**src/spu_pkg.sv**
```systemverilog
`default_nettype none

package spu_pkg;

	// ----------------------------------------------------------------------
	// sizes
	// ----------------------------------------------------------------------
	localparam int NUM_SPRITES = 32;
	localparam int SPR_NUM_W   = 5;	// sprite number
	localparam int VLINES      = 288;	// lines per frame
	localparam int LINE_W      = 512;	// line buffer depth
	localparam int X_W         = 9;	// line buffer address
	localparam int SMEM_AW     = 9;	// sprite memory word address
	localparam int SMEM_LAT    = 2;	// req to rdy, clocks
	localparam int OFFS_W      = 14;	// row offset, words
	localparam int PIX_PERIOD  = 4;	// clocks per output pixel

	// colour resolution, descriptor byte 4 bits 1..0
	typedef enum logic [1:0] {
		CRES_OFF = 2'd0,
		CRES_4C  = 2'd1,
		CRES_16C = 2'd2,
		CRES_TC  = 2'd3
	} cres_e;

	typedef enum logic [1:0] {
		HT_SFILE = 2'd0,
		HT_PAL   = 2'd1,
		HT_SMEM  = 2'd2
	} host_target_e;

	// sequencer states
	typedef enum logic [4:0] {
		IDLE      = 5'd0,
		BEGIN     = 5'd1,	// byte 4, cres and pal
		YPOS_LO   = 5'd2,
		YPOS_HI   = 5'd3,	// visibility test here
		XPOS_LO   = 5'd4,
		XPOS_HI   = 5'd5,
		ADR_LO    = 5'd6,
		ADR_HI    = 5'd7,	// first word request
		WAIT_DATA = 5'd8,
		PIX       = 5'd9,
		END_WORD  = 5'd10,
		HALT      = 5'd31
	} seq_state_e;

	// ----------------------------------------------------------------------
	// bundles
	// ----------------------------------------------------------------------
	typedef struct packed {
		logic we;
		host_target_e target;
		logic [SMEM_AW-1:0] addr;
		logic [15:0] data;
	} host_wr_t;

	typedef struct packed {
		logic en;	// opaque
		logic [5:0] color;
	} pix_t;

	typedef struct packed {
		logic req;
		logic [SMEM_AW-1:0] addr;
	} smem_req_t;

	typedef struct packed {
		logic rdy;
		logic [15:0] data;
	} smem_rsp_t;

	typedef struct packed {
		logic we;
		logic [X_W-1:0] addr;
		pix_t pix;
	} lb_wr_t;

endpackage

`default_nettype wire

```
**src/sprite_palette.sv**
```systemverilog
`timescale 1ns/1ps
`default_nettype none

// palette, 256 entries
// bit 7 transparent, bits 5..0 colour, bit 6 not kept
module sprite_palette (
	input  wire logic clk,
	input  wire spu_pkg::host_wr_t host,
	input  wire logic [7:0] pal_addr,
	output logic [7:0] pal_data
);

	logic [6:0] ent [256];	// {transp, colour}
	logic [6:0] rd_ent;

	always_ff @(posedge clk)
	begin
		if (host.we && (host.target == spu_pkg::HT_PAL))
			ent[host.addr[7:0]] <= {host.data[7], host.data[5:0]};
	end

	// combinational lookup during pixel decode
	assign rd_ent   = ent[pal_addr];
	assign pal_data = {rd_ent[6], 1'b0, rd_ent[5:0]};

endmodule

`default_nettype wire

```
**config.mk**
```make
export PLATFORM = sky130hd
export DESIGN_NAME = sprite_palette
export DESIGN_NICKNAME = d
export VERILOG_FILES = /design/src/spu_pkg.sv /design/src/sprite_palette.sv
export SDC_FILE = /design/constraint.sdc
export NUM_CORES = 2
export LEC_CHECK = 0
export BUFFER_PORTS_ARGS = -buffer_cell sky130_fd_sc_hd__buf_2
export CAP_MARGIN = 0
export CORE_ASPECT_RATIO = 1.4
export CORE_MARGIN = 2
export CORE_UTILIZATION = 40
export DETAILED_ROUTE_END_ITERATION = 10
export PLACE_DENSITY = 0.54
export SLEW_MARGIN = 20
export SYNTH_ARGS = -nofsm -noshare
export SYNTH_HDL_FRONTEND = slang
export SYNTH_SLANG_ARGS = --single-unit
```
**constraint.sdc**
```tcl
create_clock -name clk -period 2.75 [get_ports clk]
set_input_delay 0.1375 -clock clk [delete_from_list [all_inputs] [get_ports clk]]
set_output_delay 0.1375 -clock clk [all_outputs]
set_load 0.005 [all_outputs]
```
==> results.json <==
{
  "antenna_violating_nets_left": 0,
  "violations": "negative setup slack",
  "tritoncts_sinks": 1792,
  "synth.yosys.warnings": 0,
  "initial_core_util_pct": 40.2,
  "num_rows": 181,
  "worstHoldPathType": "input port to register",
  "io_pins": 45,
  "grt_pass1_vias": 37568,
  "crit_path_time_final_ns": 3.40,
  "hold_viol_final": 0,
  "wire_per_inst_um": 29.7,
  "clock_tree_from_tritoncts": "yes",
  "slowest_delay_ns": 0.50,
  "netlist.area_leader.share_pct": 77.1,
  "timing.critical_path.cells": "mux4_2 -> mux4_2 -> and2_4 -> a21oi_4 -> o211ai_1 -> a32o_2 -> buf_2",
  "areaGrowthSynthToFinish_pct": 19.4,
  "timing.critical_path.slowest_stage_cell": "sky130_fd_sc_hd__mux4_2",
  "synthesis.instances": 3383,
  "post_route_cells_drive_above_1_share_pct": 34.3,
  "grt_max_degree": 99,
  "vdd.ir_drop.worst_mv": 0.688,
  "drtPass1Iterations": 5,
  "syn_area_per_cell_um2": 20.6,
  "die_height_um": 498,
  "clock_tree.buffer_depth": 3,
  "final_core_utilization_pct": 48.0,
  "htree_levels": 4,
  "synth_seq_area_share_pct": 77.1,
  "critical_path_buf_inv_count": 1,
  "finalWeightedCongestion": 0.824,
  "setup.worst_path.end_class": "primary output",
  "synth.cell_area_mm2": 0.0698,
  "outcome": "complete, but fails checks",
  "average_via_count_per_standard_cell": 5.61,
  "fp.dieW_um": 357,
  "power.density_cell_area_mw_per_mm2": 674,
  "route.detailed.drc": 0,
  "slew_headroom_pct": 46.1,
  "timing.final.setup_violations": 7,
  "path_clk_slew_ns": 0.06,
  "synth_enable_flop_cells": 1792,
  "cp-start-kind": "register",
  "coreArea_mm2": 0.173,
  "maxClockFrequency_mhz": 295,
  "crit_start": "ent[110][2]$_DFFE_PP_",
  "crit_path_max_delay_family": "multiplexers",
  "final.setup.tns_ns": -3.67,
  "synth_flop_cell": "sky130_fd_sc_hd__edfxtp_1",
  "critPathMostFrequentCell": "sky130_fd_sc_hd__mux4_2",
  "cts.root.buffer_cell": "sky130_fd_sc_hd__clkbuf_16",
  "detailedRoute.firstIterationViolations": 3487,
  "fin_total_pwr_uw": 56200,
  "post-route-worst-setup-slack_ns": -0.646,
  "maxCapViolations": 0,
  "port_buffers": 33,
  "final_hold_slack_ns": 0.0257,
  "drt-total-wl_um": 192000,
  "globalRouteTotalUtil_pct": 21.8,
  "arrival_time_of_the_worst_setup_path_ns": 3.26,
  "design.final.nets": 4060,
  "rsz0062_at_grt": "true",
  "worstSetupPathType": "register to primary output",
  "total_clock_buffers_created_by_cts": 167,
  "post_synth_num_cell_types": 55,
  "synth.most_common_cell": "sky130_fd_sc_hd__edfxtp_1",
  "largest_reg_flops": 1792,
  "synth_area_leader_cell": "sky130_fd_sc_hd__edfxtp_1",
  "grt_antenna_before_repair": 12,
  "cellLeakagePower_uw": 0.0269,
  "dr_total_vias": 36193,
  "slew_viol_final": 0,
  "stages_on_worst_setup_path": 7,
  "globalRouteOverflowTotal": 0,
  "critical_path.endpoint": "pal_data[2]",
  "final.period_utilization_pct": 123,
  "worst_slew_pin_slew_ns": 0.805,
  "fp.dieArea_mm2": 0.178,
  "synth.top_cells.by_count": "1,792 x sky130_fd_sc_hd__edfxtp_1, 390 x sky130_fd_sc_hd__mux4_2, 275 x sky130_fd_sc_hd__nor2_1",
  "worstPathMaxFanout": 1,
  "worst_ep_required_time_ns": 2.61,
  "post_synth_main_area_contributors": "sky130_fd_sc_hd__edfxtp_1 77%, sky130_fd_sc_hd__mux4_2 13%, sky130_fd_sc_hd__mux2i_1 1.9%, sky130_fd_sc_hd__nor2_1 1.5%, sky130_fd_sc_hd__o22ai_1 0.64%",
  "postSynthNetCount": 3420,
  "hpwlAfterDp_um": 128000,
  "synth-seq-cells": 1792,
  "grt_pass1_wl_um": 276000,
  "postSynth.asyncResetShare_pct": 0
}
[how the worst min path moves through the flow]
stage | from | to | depth (start not counted)
2_1_floorplan | host[0] | ent[0][0]$_DFFE_PP_ | 0
3_3_place_gp | host[0] | ent[74][0]$_DFFE_PP_ | 1
3_5_place_dp | host[0] | ent[74][0]$_DFFE_PP_ | 1
4_1_cts | host[2] | ent[33][2]$_DFFE_PP_ | 1
5_1_grt | host[2] | ent[33][2]$_DFFE_PP_ | 1
6_report | host[2] | ent[33][2]$_DFFE_PP_ | 1
[per-stage QoR]
step	instance area (µm²)	cells	worst slack (ns)
after floorplan	69800	3383	0.391
after global placement	77300	6130	-0.974
after detailed placement	77300	6130	-0.946
after CTS	83100	6448	-0.705
after global routing	83300	6450	-0.682
final	83300	6455	-0.646
[cell usage in the layout, fill, tap and decap left out, drive strengths merged, types with 8 or more instances in the layout]
cell type / n
mux2i: 131
o221ai: 39
a22oi: 38
a211oi: 20
mux2: 21
nand2: 90
bufinv: 13
a221oi: 8
inv: 10
or4: 13
buf: 663
clkbuf: 211
nand4: 11
nand2b: 8
a21oi: 82
o21ai: 14
clkinv: 76
nand3: 23
nor3: 25
edfxtp: 1792
nor2b: 24
nor4: 22
nor2: 275
mux4: 390
o22ai: 71
dlygate4sd3: 14
[area by class of cell]
cell class                 instances  area (µm²)
sequential                      1792       53800
antenna                            7        17.5
tap                             2287        2860
inverter                           4        18.8
multi-input combinational       1377       15400
clock inverter                   100         870
clock buffer                     207        4460
timing repair buffer             681        5860
fill                           14450       90200
[report_power, final]
part           total (µW)  switching [µW]  internal (µW)  leakage, µW
Combinational        3320            2010           1320      0.00818
Clock               22800           10100          12700      0.00260
Sequential          30100            3.77          30000       0.0161
Total               56200           12100          44100       0.0269
[logic make-up after synthesis]
| logic type | Yosys count | synth area share [%] |
|---|---|---|
| flops | 1792 | 77.1 |
| buf+inv | 214 | 1.67 |
| compound gates | 324 | 3.19 |
| simple gates | 510 | 3.22 |
| mux | 542 | 14.8 |
| other cells | 1 | 0.00537 |
[what timing repair did]
action | 4_1_cts | 5_1_grt
gates resized for setup | 80 | 31
setup endpoints to repair | 7 | 7
hold buffers | 14 | 0
hold endpoints to repair | 435 | 0
buffers inserted | 0 | 0
pin swaps | 31 | 17
[layer usage]
layer	part of all wire, %	wire [µm]	vias up	global-route usage, %
met2	52	101000	1117	38.3
met4	3.1	5970	6	7.03
li1	-	-	15378	-
met1	39	75200	19401	27.5
met5	0.024	46	-	0
met3	5.2	10000	291	3.37
No activity file was read; power rests on OpenSTA's default activity.
