File: config.mk
export PLATFORM = sky130hd
export DESIGN_NAME = sprite_regfile
export DESIGN_NICKNAME = d
export VERILOG_FILES = /design/src/spu_pkg.sv /design/src/sprite_regfile.sv
export SDC_FILE = /design/constraint.sdc
export NUM_CORES = 2
export LEC_CHECK = 0
export BUFFER_PORTS_ARGS = -buffer_cell sky130_fd_sc_hd__clkbuf_2
export CORE_MARGIN = 4
export CORE_UTILIZATION = 55
export CTS_BUF_LIST = sky130_fd_sc_hd__clkbuf_4
export DETAILED_ROUTE_END_ITERATION = 10
export PLACE_DENSITY_LB_ADDON = 0.2
export SLEW_MARGIN = 20
export SYNTH_ARGS = -nofsm -noshare
export SYNTH_HDL_FRONTEND = slang
export SYNTH_SLANG_ARGS = --single-unit
File: constraint.sdc
create_clock -name clk -period 2.8 [get_ports clk]
set_input_delay 0.14 -clock clk [delete_from_list [all_inputs] [get_ports clk]]
set_output_delay 0.14 -clock clk [all_outputs]
set_load 0.1 [all_outputs]
File: src/spu_pkg.sv
`default_nettype none

package spu_pkg;

	// ----------------------------------------------------------------------
	// sizes
	// ----------------------------------------------------------------------
	localparam int NUM_SPRITES = 32;
	localparam int SPR_NUM_W   = 5;	// sprite number
	localparam int VLINES      = 288;	// lines per frame
	localparam int LINE_W      = 512;	// line buffer depth
	localparam int X_W         = 9;	// line buffer address
	localparam int SMEM_AW     = 9;	// sprite memory word address
	localparam int SMEM_LAT    = 2;	// req to rdy, clocks
	localparam int OFFS_W      = 14;	// row offset, words
	localparam int PIX_PERIOD  = 4;	// clocks per output pixel

	// colour resolution, descriptor byte 4 bits 1..0
	typedef enum logic [1:0] {
		CRES_OFF = 2'd0,
		CRES_4C  = 2'd1,
		CRES_16C = 2'd2,
		CRES_TC  = 2'd3
	} cres_e;

	typedef enum logic [1:0] {
		HT_SFILE = 2'd0,
		HT_PAL   = 2'd1,
		HT_SMEM  = 2'd2
	} host_target_e;

	// sequencer states
	typedef enum logic [4:0] {
		IDLE      = 5'd0,
		BEGIN     = 5'd1,	// byte 4, cres and pal
		YPOS_LO   = 5'd2,
		YPOS_HI   = 5'd3,	// visibility test here
		XPOS_LO   = 5'd4,
		XPOS_HI   = 5'd5,
		ADR_LO    = 5'd6,
		ADR_HI    = 5'd7,	// first word request
		WAIT_DATA = 5'd8,
		PIX       = 5'd9,
		END_WORD  = 5'd10,
		HALT      = 5'd31
	} seq_state_e;

	// ----------------------------------------------------------------------
	// bundles
	// ----------------------------------------------------------------------
	typedef struct packed {
		logic we;
		host_target_e target;
		logic [SMEM_AW-1:0] addr;
		logic [15:0] data;
	} host_wr_t;

	typedef struct packed {
		logic en;	// opaque
		logic [5:0] color;
	} pix_t;

	typedef struct packed {
		logic req;
		logic [SMEM_AW-1:0] addr;
	} smem_req_t;

	typedef struct packed {
		logic rdy;
		logic [15:0] data;
	} smem_rsp_t;

	typedef struct packed {
		logic we;
		logic [X_W-1:0] addr;
		pix_t pix;
	} lb_wr_t;

endpackage

`default_nettype wire

File: src/sprite_regfile.sv
`timescale 1ns/1ps
`default_nettype none

// sprite descriptor file, 8 bytes per sprite
// address is {sprite number, byte index}
module sprite_regfile (
	input  wire logic clk,
	input  wire spu_pkg::host_wr_t host,
	input  wire logic [7:0] sf_addr,
	output logic [7:0] sf_data
);

	logic [7:0] desc [spu_pkg::NUM_SPRITES * 8];	// 256 bytes
	logic sf_we;

	// host strobe aimed at the descriptor file
	assign sf_we = host.we && (host.target == spu_pkg::HT_SFILE);

	always_ff @(posedge clk)
	begin
		if (sf_we)
			desc[host.addr[7:0]] <= host.data[7:0];	// low byte only
	end

	// async read, sequencer samples it on the next edge
	assign sf_data = desc[sf_addr];

endmodule

`default_nettype wire

==> results.txt <==
- Max Buffers Root-to-Sink: 4
- Hold Path Sink: desc[158][4]
- # Post-CTS Setup Buffers: 0
* Number of rows created at floorplan: 138
* Top cell types by occurrence after synthesis: sky130_fd_sc_hd__edfxtp_1, sky130_fd_sc_hd__mux4_2, sky130_fd_sc_hd__nor2_1, sky130_fd_sc_hd__a22oi_1, sky130_fd_sc_hd__a21oi_1
- The count of buffers added on input and output ports is 35.
- In the synthesized netlist the dominant register cell turns out to be sky130_fd_sc_hd__edfxtp_1.
* Share of cell area taken by muxes after synthesis: 14.7%
* Area fraction in compound gates after synthesis: 3.45%
* Initial standard-cell utilization of the core: 55.6%
- Slew at the pin closest to its max-slew limit: 1000 ps
- Slew Limit Fails: 0
* Run status: finished with violations
- Detailed placement finished with a half-perimeter wire length of 123 mm.
- CTS buffer count: 539
- Timing would allow up to 268 MHz.
- In this run the standard cell core region covers 142000 µm².
- After detailed routing, the total wire length is 200 mm.
- Across the run, the number of max-cap violations was 0.
- The number of antenna violations at the first check in global routing is 6.
* Die Width: 387 µm
- Global routing's busiest layer: met2
- The floorplan step defined a die boundary enclosing 150000 µm².
- Cell Pwr Density: 660 nW/µm²
* Drt via density: 6.17
- Clock-pin slew was measured on the worst setup and hold paths at 70 ps.
- The worst hold path begins at host[18].
- STA classifies the critical path endpoint as an output port.
- Setup total negative slack on the finished layout was measured at -6640 ps.
- Ranked by total cell area, the synthesized netlist is headed by sky130_fd_sc_hd__edfxtp_1, sky130_fd_sc_hd__mux4_2, sky130_fd_sc_hd__a22oi_1.
* Required arrival time at the worst endpoint: 2660 ps
- After detailed routing, the average wire length per cell comes to 28.8 µm.
- The design draws 61800 µW.
- Number of clock sinks: 2048
- Sequential cells were found to cover 77.7% of the synthesized design area.
* Synth warnings: 0
- The final reports fail on negative setup slack.
- HP Class: in -> reg
- Global-route wire length before repair: 294 mm
* DRC violations left: 0
- Synth Area in XOR/XNOR: 0%
- Counting instances, the worst hold path has a depth of 5.
- Count of final hold-check violations: 0
- Summed over all cells, the static leakage comes to 0.0310 µW.
- Number of flops mapped to enable cells by yosys: 2048
- After synthesis, the share of flip-flops with an asynchronous set or reset is 0%.
* Maximum vdd drop: 0.381 mV
- In the global route stage, met1 resource usage came out at 39.1%.
- Pin placement for this block handled 45 I/O pins.
* Unrepaired setup endpoints after global routing: yes
* CTS Root Buffer Type: sky130_fd_sc_hd__clkbuf_4
- Critical Setup Path Class: reg -> out
- CTS tree: built
- Met3 track demand over resource in global routing: 6.24%
- Post-synthesis net count: 3740
* P&R area growth vs syn: 18.4%
- Maximum level of the CTS H-tree: 6
- The first detailed-routing pass ran for 7 iterations.
* Final period demand of the worst path: 3740 ps
- Initial drt markers: 5259
- The register with the most flip-flops in the layout has 2048 of them.
* Final worst-path setup slack: -935 ps
* Period utilization: 133%
- Number of unique standard cell types used by synthesis: 48
- Among all cell types in the netlist, the one instantiated most often is sky130_fd_sc_hd__edfxtp_1.
- In this run, synthesis produced a sequential element count of 2048.
* Nets@finish: 4762
- For this run, global-route usage on met2 was measured as 41.0%.
- WP data arrival: 3600 ps
* Average size of a mapped cell: 21.4 µm²
- Layout cell share with drive strength beyond 1: 40.7%
- Combined global-route utilization of all metal layers: 26.9%
* Final weighted congestion in routability-driven placement: 0.841
- Die extent in y: 387 µm
- Detailed routing inserted a total of 42830 vias.
* Synth top area share: 77.7%
- Measured against its own limit, the worst slew margin works out to 33.0%.
- Count of mapped cells out of synthesis: 3703
- After synthesis, the largest family of logic cells by area is multiplexers.
- Cell taking the most area after synthesis: sky130_fd_sc_hd__edfxtp_1
* Kind of start point of the critical path: flop
* Overflow left after global routing: 0
- Adder-cell area share of the yosys netlist: 0%
- Setup Viol. Count Final: 8
- The synthesized netlist devotes 2.43% of its cell area to simple gates.
- Entering global routing, the biggest net connects 105 pins.
- Of all nets on the critical path, the largest fanout is 1.
- Number of global-route vias before repair: 44025
- The synthesized netlist occupies a cell area of 79200 µm².
- The count of nets left with antenna violations once routing finished came out at 0.
-- logic make-up (layout without fill, tap and decap cells) --
group                  count (synthesis)  in the layout
AND/OR/NAND/NOR                      435            435
AO/OA/AOI/OAI                        401            401
buffers and inverters                233           1575
other                                  0              6
flip-flops                          2048           2048
multiplexers                         586            586
-- final cells by class --
class	instances	area (µm²)
Tap cell	1890	2360
Sequential cell	2048	61500
Clock inverter	106	554
Multi-Input combinational cell	1422	17100
Clock buffer	755	5670
Fill cell	9518	48600
Antenna cell	6	15.0
Timing Repair Buffer	712	6480
Inverter	2	7.51
-- worst max-delay path by stage --
stage,from,endpoint,cells after the start
floorplan,sf_addr[0],sf_data[2],11
global placement,sf_addr[0],sf_data[1],11
detailed placement,sf_addr[0],sf_data[1],11
CTS,desc[16][4],sf_data[4],9
global route,desc[9][4],sf_data[4],8
finish,desc[9][4],sf_data[4],8
-- through the flow --
step | std cells | setup WS (ps) | hold WS, ps | util [%] | cell area, µm²
after global placement | 6035 | -620 | 591 | 60.7 | 86300
after detailed placement | 6035 | -684 | 594 | 60.7 | 86300
final | 6941 | -935 | 170 | 65.9 | 93700
after global routing | 6938 | -1120 | 118 | 65.8 | 93700
after CTS | 6938 | -1090 | 17.7 | 65.8 | 93600
after floorplan | 3703 | -568 | 239 | - | 79300
-- what timing repair did --
item	4_1_cts	5_1_grt
endpoints found under the hold margin	4059	0
endpoints found under the setup margin	8	16
pin swaps	34	21
hold buffers	43	0
gates resized for setup	102	22
-- power breakdown --
group	switching, µW	internal (µW)	leakage, µW
Sequential	4.32	33700	0.0184
Combinational	2330	1540	0.00878
Clock	11400	12800	0.00377
-- worst max-delay path, cell delays in order (launching register included) --
cell,delay (ps)
sky130_fd_sc_hd__edfxtp_1,360
sky130_fd_sc_hd__mux4_2,520
sky130_fd_sc_hd__a22oi_2,220
sky130_fd_sc_hd__a21oi_2,80
sky130_fd_sc_hd__or4_4,540
sky130_fd_sc_hd__a31oi_1,170
sky130_fd_sc_hd__buf_4,180
sky130_fd_sc_hd__nor4_4,80
sky130_fd_sc_hd__buf_12,170
-- per-layer routing --
layer / share of wire [%] / vias to the layer above
met5: 0.0065 / -
met4: 2.6 / 2
met3: 10 / 319
met2: 48 / 2357
met1: 39 / 22199
li1: - / 17953
-- layout by cell type (no fill, tap or decap), types with 71 or more instances in the layout --
cell,synthesis,routed
sky130_fd_sc_hd__edfxtp_1,2048,2048
sky130_fd_sc_hd__clkbuf_4,0,755
sky130_fd_sc_hd__buf_4,33,571
sky130_fd_sc_hd__mux4_2,444,452
sky130_fd_sc_hd__nor2_1,270,267
sky130_fd_sc_hd__a22oi_1,176,157
sky130_fd_sc_hd__mux2i_1,117,116
sky130_fd_sc_hd__a21oi_1,120,108
sky130_fd_sc_hd__clkinv_1,0,71
sky130_fd_sc_hd__buf_12,8,71
No activity file was read; power rests on OpenSTA's default activity.
