<file path="config.mk">
export PLATFORM = sky130hd
export DESIGN_NAME = sprite_sequencer
export DESIGN_NICKNAME = d
export VERILOG_FILES = /design/src/spu_pkg.sv /design/src/sprite_sequencer.sv
export SDC_FILE = /design/constraint.sdc
export NUM_CORES = 1
export LEC_CHECK = 0
export CAP_MARGIN = 20
export CORE_MARGIN = 1
export CORE_UTILIZATION = 57
export CTS_CLUSTER_DIAMETER = 30
export DETAILED_ROUTE_END_ITERATION = 12
export DONT_BUFFER_PORTS = 1
export PLACE_DENSITY_LB_ADDON = 0.25
export SLEW_MARGIN = 20
export SYNTH_ARGS = -nofsm -noshare
export SYNTH_HDL_FRONTEND = slang
export SYNTH_SLANG_ARGS = --single-unit
</file>
<file path="constraint.sdc">
create_clock -name clk -period 3 [get_ports clk]
set_input_delay 0.3 -clock clk [delete_from_list [all_inputs] [get_ports clk]]
set_output_delay 0.3 -clock clk [all_outputs]
set_load 0.05 [all_outputs]
</file>
<file path="src/spu_pkg.sv">
`default_nettype none

package spu_pkg;

	// ----------------------------------------------------------------------
	// sizes
	// ----------------------------------------------------------------------
	localparam int NUM_SPRITES = 32;
	localparam int SPR_NUM_W   = 5;	// sprite number
	localparam int VLINES      = 288;	// lines per frame
	localparam int LINE_W      = 512;	// line buffer depth
	localparam int X_W         = 9;	// line buffer address
	localparam int SMEM_AW     = 9;	// sprite memory word address
	localparam int SMEM_LAT    = 2;	// req to rdy, clocks
	localparam int OFFS_W      = 14;	// row offset, words
	localparam int PIX_PERIOD  = 4;	// clocks per output pixel

	// colour resolution, descriptor byte 4 bits 1..0
	typedef enum logic [1:0] {
		CRES_OFF = 2'd0,
		CRES_4C  = 2'd1,
		CRES_16C = 2'd2,
		CRES_TC  = 2'd3
	} cres_e;

	typedef enum logic [1:0] {
		HT_SFILE = 2'd0,
		HT_PAL   = 2'd1,
		HT_SMEM  = 2'd2
	} host_target_e;

	// sequencer states
	typedef enum logic [4:0] {
		IDLE      = 5'd0,
		BEGIN     = 5'd1,	// byte 4, cres and pal
		YPOS_LO   = 5'd2,
		YPOS_HI   = 5'd3,	// visibility test here
		XPOS_LO   = 5'd4,
		XPOS_HI   = 5'd5,
		ADR_LO    = 5'd6,
		ADR_HI    = 5'd7,	// first word request
		WAIT_DATA = 5'd8,
		PIX       = 5'd9,
		END_WORD  = 5'd10,
		HALT      = 5'd31
	} seq_state_e;

	// ----------------------------------------------------------------------
	// bundles
	// ----------------------------------------------------------------------
	typedef struct packed {
		logic we;
		host_target_e target;
		logic [SMEM_AW-1:0] addr;
		logic [15:0] data;
	} host_wr_t;

	typedef struct packed {
		logic en;	// opaque
		logic [5:0] color;
	} pix_t;

	typedef struct packed {
		logic req;
		logic [SMEM_AW-1:0] addr;
	} smem_req_t;

	typedef struct packed {
		logic rdy;
		logic [15:0] data;
	} smem_rsp_t;

	typedef struct packed {
		logic we;
		logic [X_W-1:0] addr;
		pix_t pix;
	} lb_wr_t;

endpackage

`default_nettype wire

</file>
<file path="src/sprite_sequencer.sv">
`timescale 1ns/1ps
`default_nettype none

// per-line sprite walker
// scans sprites 0..31, fetches words, decodes pixels into the line buffer
module sprite_sequencer (
	input  wire logic clk,
	input  wire logic line_start,
	input  wire logic [8:0] line_num,
	output logic [7:0] sf_addr,
	input  wire logic [7:0] sf_data,
	output logic [7:0] pal_addr,
	input  wire logic [7:0] pal_data,
	output spu_pkg::smem_req_t smem_req,
	input  wire spu_pkg::smem_rsp_t smem_rsp,
	output spu_pkg::lb_wr_t lb_wr,
	output logic busy
);

	spu_pkg::seq_state_e state;
	spu_pkg::seq_state_e next_spr;	// where the walker goes after a sprite
	logic [spu_pkg::SPR_NUM_W-1:0] num;	// current sprite
	spu_pkg::cres_e cres;
	logic [5:0] pal;
	logic [7:0] ypos_lo;
	logic [8:0] adr;	// word address of row 0
	logic [spu_pkg::X_W-1:0] xcur;	// line buffer write position
	logic [6:0] words_left;
	logic [spu_pkg::OFFS_W-1:0] offs;
	logic [spu_pkg::OFFS_W-1:0] row_offs [spu_pkg::NUM_SPRITES];
	logic [15:0] sdbuf;	// word being shifted out
	logic [2:0] pix_cnt;	// pixels left in word, minus one
	logic [2:0] pix_top;
	logic [2:0] byte_sel;
	logic [8:0] ypos_w;
	logic [9:0] yend;
	logic [8:0] adr_now;
	logic [spu_pkg::OFFS_W-1:0] fetch_sum;
	logic last_spr, vis, first_row, tc, opaque, issue, take;

	// ----------------------------------------------------------------------
	// descriptor addressing and tests
	// ----------------------------------------------------------------------
	always_comb
	begin
		case (state)
			spu_pkg::YPOS_LO: byte_sel = 3'd2;
			spu_pkg::YPOS_HI: byte_sel = 3'd3;
			spu_pkg::XPOS_LO: byte_sel = 3'd0;
			spu_pkg::XPOS_HI: byte_sel = 3'd1;
			spu_pkg::ADR_LO:  byte_sel = 3'd5;
			spu_pkg::ADR_HI:  byte_sel = 3'd6;
			default:          byte_sel = 3'd4;	// cres/pal
		endcase
	end

	assign sf_addr = {num, byte_sel};

	assign last_spr = (num == spu_pkg::SPR_NUM_W'(spu_pkg::NUM_SPRITES - 1));
	assign next_spr = last_spr ? spu_pkg::HALT : spu_pkg::BEGIN;

	// valid in YPOS_HI only, sf_data is byte 3 there
	assign ypos_w    = {sf_data[7], ypos_lo};
	assign yend      = {1'b0, ypos_w} + {3'b0, sf_data[6:0]};
	assign vis       = (line_num >= ypos_w) && ({1'b0, line_num} < yend);
	assign first_row = (line_num == ypos_w);

	// word fetch
	assign adr_now   = (state == spu_pkg::ADR_HI) ? {sf_data[0], adr[7:0]} : adr;
	assign fetch_sum = spu_pkg::OFFS_W'(adr_now) + offs;
	// first word from ADR_HI, next one prefetched on the first pixel
	assign issue = (state == spu_pkg::ADR_HI) ||
		((state == spu_pkg::PIX) && (pix_cnt == pix_top) && (words_left != 7'd1));
	assign take  = (state == spu_pkg::WAIT_DATA) && smem_rsp.rdy;

	always_comb
	begin
		case (cres)
			spu_pkg::CRES_4C:  pix_top = 3'd7;	// 8 px/word
			spu_pkg::CRES_16C: pix_top = 3'd3;	// 4 px/word
			default:           pix_top = 3'd1;	// true colour, 2 px/word
		endcase
	end

	// ----------------------------------------------------------------------
	// pixel decode
	// ----------------------------------------------------------------------
	assign tc = (cres == spu_pkg::CRES_TC);
	assign pal_addr = (cres == spu_pkg::CRES_16C) ? {pal[5:2], sdbuf[15:12]}
		: {pal, sdbuf[15:14]};
	assign opaque = tc ? !sdbuf[15] : !pal_data[7];

	always_comb
	begin
		lb_wr.we        = (state == spu_pkg::PIX) && opaque;	// transparent skipped
		lb_wr.addr      = xcur;
		lb_wr.pix.en    = 1'b1;
		lb_wr.pix.color = tc ? sdbuf[13:8] : pal_data[5:0];
	end

	assign busy = (state != spu_pkg::IDLE) && (state != spu_pkg::HALT);

	// ----------------------------------------------------------------------
	// control
	// ----------------------------------------------------------------------
	always_ff @(posedge clk or posedge line_start)
	begin
		if (line_start)
		begin
			state      <= spu_pkg::IDLE;
			num        <= '0;
			smem_req   <= '0;
			words_left <= '0;
			pix_cnt    <= '0;
		end
		else
		begin
			if (issue)
				smem_req <= {1'b1, fetch_sum[spu_pkg::SMEM_AW-1:0]};
			else if (take)
				smem_req.req <= 1'b0;	// mem drops rdy next edge

			case (state)
				spu_pkg::IDLE:
				begin
					num   <= '0;
					state <= spu_pkg::BEGIN;
				end
				spu_pkg::BEGIN:
				begin
					if (sf_data[1:0] == spu_pkg::CRES_OFF)
					begin
						num   <= num + 1'b1;	// inactive, skip
						state <= next_spr;
					end
					else
						state <= spu_pkg::YPOS_LO;
				end
				spu_pkg::YPOS_LO: state <= spu_pkg::YPOS_HI;
				spu_pkg::YPOS_HI:
				begin
					if (!vis)
					begin
						num   <= num + 1'b1;
						state <= next_spr;
					end
					else
						state <= spu_pkg::XPOS_LO;
				end
				spu_pkg::XPOS_LO: state <= spu_pkg::XPOS_HI;
				spu_pkg::XPOS_HI:
				begin
					words_left <= sf_data[6:0];
					if (sf_data[6:0] == 7'd0)
					begin
						num   <= num + 1'b1;	// zero width
						state <= next_spr;
					end
					else
						state <= spu_pkg::ADR_LO;
				end
				spu_pkg::ADR_LO: state <= spu_pkg::ADR_HI;
				spu_pkg::ADR_HI: state <= spu_pkg::WAIT_DATA;
				spu_pkg::WAIT_DATA:
				begin
					if (smem_rsp.rdy)
					begin
						pix_cnt <= pix_top;
						state   <= spu_pkg::PIX;
					end
				end
				spu_pkg::PIX:
				begin
					if (pix_cnt == 3'd0)
						state <= spu_pkg::END_WORD;
					else
						pix_cnt <= pix_cnt - 3'd1;
				end
				spu_pkg::END_WORD:
				begin
					if (words_left == 7'd1)
					begin
						num   <= num + 1'b1;	// row done
						state <= next_spr;
					end
					else
					begin
						words_left <= words_left - 7'd1;
						state      <= spu_pkg::WAIT_DATA;
					end
				end
				spu_pkg::HALT: state <= spu_pkg::HALT;
				default:       state <= spu_pkg::HALT;
			endcase
		end
	end

	// ----------------------------------------------------------------------
	// datapath, descriptor fields and row offsets
	// ----------------------------------------------------------------------
	always_ff @(posedge clk)
	begin
		if (issue)
			offs <= offs + 1'b1;
		case (state)
			spu_pkg::BEGIN:
			begin
				cres <= spu_pkg::cres_e'(sf_data[1:0]);
				pal  <= sf_data[7:2];
			end
			spu_pkg::YPOS_LO: ypos_lo <= sf_data;
			spu_pkg::YPOS_HI: offs <= first_row ? '0 : row_offs[num];	// row 0 restarts
			spu_pkg::XPOS_LO: xcur[7:0] <= sf_data;
			spu_pkg::XPOS_HI: xcur[8] <= sf_data[7];
			spu_pkg::ADR_LO:  adr[7:0] <= sf_data;
			spu_pkg::ADR_HI:  adr[8] <= sf_data[0];
			spu_pkg::WAIT_DATA:
			begin
				if (smem_rsp.rdy)
					sdbuf <= smem_rsp.data;
			end
			spu_pkg::PIX:
			begin
				xcur <= xcur + 1'b1;
				case (cres)	// msb field first
					spu_pkg::CRES_4C:  sdbuf <= {sdbuf[13:0], 2'b0};
					spu_pkg::CRES_16C: sdbuf <= {sdbuf[11:0], 4'b0};
					default:           sdbuf <= {sdbuf[7:0], 8'b0};
				endcase
			end
			spu_pkg::END_WORD:
			begin
				if (words_left == 7'd1)
					row_offs[num] <= offs;	// start of next row
			end
			default: ;
		endcase
	end

endmodule

`default_nettype wire

</file>
==> impl_metrics.csv <==
group,metric,value,unit
timing,worst_slack,-323.6,ps
floorplan,rows,62,
cells_and_area,final_area,0.02040,mm²
yosys,synth_cell_types,63,
cells_and_area,final_util,0.7089,
global_route,antenna_found_initial,0,
placed_design,gp_congestion,0.9204,
yosys,synth.avg_cell_area,15.43,µm²
floorplan,die_w,173.4,µm
timing,max_clock_freq,300.9,MHz
route,ant_nets,0,
clock_network,insertion_delay,560,ps
power,leakagePower,6.358,nW
run_status,violations,"negative setup slack",
cells_and_area,final_cell_mix,"edfxtp_1 (347), buf_4 (95), nor2_1 (90)",
clock_network,root_buffer,"clkbuf_16",
critical_path,cp-start-kind,"flip-flop",
route,routed_wl,39570,µm
power,ir_worst_vdd,0.0004457,V
yosys,ys_ff_latch,377,
floorplan,initial_core_util,0.5821,
global_route,grt_max_degree,42,
cells_and_area,num_antenna_cells,0,
yosys,synth_cells,1086,
clock_network,cts_buffer_depth,3,
yosys,syn_nets,1179,
cells_and_area,layout-drive-gt1-share,0.2576,
timing,finalHoldViolations,0,
floorplan,die-area,0.03008,mm²
critical_path,cp_data_required_time,3460,ps
timing,layout_min_cycle_time,3324,ps
critical_path,critPathKind,"flip-flop to flip-flop",
timing,tightest_slew,729.0,ps
route,firstDrtPassIters,5,
yosys,synth-edff-count,347,
global_route,grt.overflow.total,0,
timing,setup_viol,9,
clock_network,cts_sinks,377,
clock_network,cts_buffers,72,
flow_run,drv_cap,0,
yosys,yosys_warnings,0,
timing,whs,23.38,ps
placed_design,port_buffers,0,
timing,skew,25.28,ps
floorplan,core_area,0.02878,mm²
timing,rsz0062_at_grt,"yes",
critical_path,reg2reg_from,"ypos_lo[0]",
route,met2_length,19960,µm
global_route,grt_pass1_vias,10575,
critical_path,cp_max_fo,4,
power,powerDensity,663.9,mW/mm²
yosys,synth-async-reset-ratio,0.07958,
critical_path,critPathLaunch,"ypos_lo[0]",
cells_and_area,nets,1325,
critical_path,crit_arrival,3790,ps
clock_network,path_clk_slew,40,ps
yosys,netlist_area,0.01675,mm²
worst_hold_path,hold_class,"input port to flip-flop",
cells_and_area,final_common_cell,"edfxtp_1",
yosys,yosysSeqAreaShare,0.6668,
clock_network,cts_tree,"yes",
placed_design,place_area,0.01768,mm²
critical_path,ff2ff_setup_slack,-320,ps
route,drt_iter0_drc,1017,
route,post_drt_wl_per_cell,23.65,µm
clock_network,htree_levels,3,
route,wl_met1,15380,µm
cells_and_area,area_delta_synth_final,21.78,%
timing,period_share,1.108,
route,met3WireLength,3009,µm
placed_design,dp_hpwl,23870,µm
route,topRoutingLayerUsed,"met4",
yosys,synth_ff_type,"edfxtp_1",
critical_path,cp-end-kind,"flip-flop",
run_status,status,"complete, but fails checks",
route,vias,10160,
global_route,track_usage,0.2706,
global_route,grt_first_pass_wirelength,60730,µm
timing,drv_slew,0,
route,vias_per_cell,6.073,
worst_hold_path,hold_start,"sf_data[2]",
route,drcViolationCount,0,
floorplan,io-pin-count,88,
timing,relSlewSlack,0.5114,
floorplan,fp.dieH,173.4,µm
[where the power goes]
group	internal (W)	total [W]	switching, W
combinational	0.0000833	0.000191	0.000108
sequential	0.00568	0.00568	0.000000833
clock	0.00498	0.00767	0.00269
total	0.0107	0.0135	0.00280
[stage by stage]
stage / worst slack (ps) / total power, W / TNS (ps) / instances
floorplan: -108.3 / 0.005880 / -178.9 / 1086
CTS: -296.3 / 0.01360 / -1318 / 1672
detailed placement: -394.9 / 0.005908 / -2738 / 1511
global placement: -319.0 / 0.005905 / -1896 / 1511
global route: -529.9 / 0.01387 / -3622 / 1673
finish: -323.6 / 0.01355 / -1548 / 1673
[metal layers]
metal  track usage  vias to the layer above
met3       0.05921                       96
li1              -                     4546
met2        0.4468                      488
met5             0                        -
met4        0.1114                        0
met1        0.3502                     5030
[sequential cells by signal (all words and copies together) (netlist names), 5 cells and up]
register / cells
pal: 6
state: 5
offs: 9
row_offs: 288
xcur: 9
num: 5
sdbuf: 16
words_left: 7
smem_req: 10
ypos_lo: 8
adr: 9
[worst paths after layout]
path | cells past startpoint | to
setup / recovery | 17 | num[3]
hold / removal | 2 | words_left[2]
setup reg to reg | 17 | num[3]
hold reg to reg | 2 | words_left[1]
max in group asynchronous | 3 | num[1]
min in group asynchronous | 2 | smem_req[5]
[kinds of logic (layout without fill, tap and decap cells)]
family                   count (synthesis)  in the layout  share of synthesized area
AO/OA/AOI/OAI                          193            193                    0.07282
adder cells (fa/ha/maj)                 49             49                    0.03749
buffers and inverters                  104            307                    0.02905
other                                    1              1                  0.0002238
multiplexers                            87             87                     0.1067
flip-flops                             377            377                     0.6668
AND/OR/NAND/NOR                        245            245                    0.07125
XOR/XNOR                                30             30                    0.01568
[synth_stat cells, drive strengths merged, types with 3 or more instances]
cell type / number / area, µm²
o21ai: 53 / 265.3
a211oi: 8 / 60.06
nor3: 15 / 75.07
a22oi: 26 / 195.2
mux2: 13 / 146.4
nand3: 22 / 110.1
ha: 47 / 588.1
nand2b: 8 / 50.05
a31oi: 4 / 25.02
clkbuf: 27 / 121.4
o22ai: 19 / 118.9
o211ai: 3 / 22.52
a21oi: 46 / 230.2
and3: 19 / 118.9
buf: 24 / 166.4
xor2: 15 / 131.4
dfrtp: 30 / 750.7
or3: 3 / 18.77
and2: 5 / 31.28
a221oi: 13 / 113.9
a21o: 7 / 60.05
nor2: 91 / 349.1
nor2b: 10 / 62.56
xnor2: 15 / 131.4
inv: 53 / 198.9
mux4: 72 / 1622
nand2: 53 / 198.9
edfxtp: 347 / 10420
nand3b: 3 / 22.52
[area by class of cell]
type	instances	area (µm²)
Tap cell	384	480.5
Timing Repair Buffer	123	1013
Inverter	53	198.9
Fill cell	1812	8377
Sequential cell	377	11180
Multi-Input combinational cell	605	5186
Clock inverter	48	460.4
Clock buffer	83	1886
[critical path, cell delays in order, from the launching register on]
cell and delay [ps]:
edfxtp_1 350, ha_2 190, inv_2 40, fa_2 350, nor2b_2 130, o21ai_2 70, a21oi_2 170, o21ai_2 80
a21oi_2 130, o21ai_1 80, xnor2_1 130, ha_1 320, nand3_2 100, o31ai_2 210, o21ai_2 120, a21o_4 240
or3_1 350, a21oi_1 170
[timing repair]
action,CTS,global route
pin swaps,3,7
setup endpoints to repair,10,10
gates cloned,0,0
setup buffers,4,1
resized for setup,8,14
hold buffers,26,0
hold endpoints to repair,69,0
(Power assumes the default switching activity.)
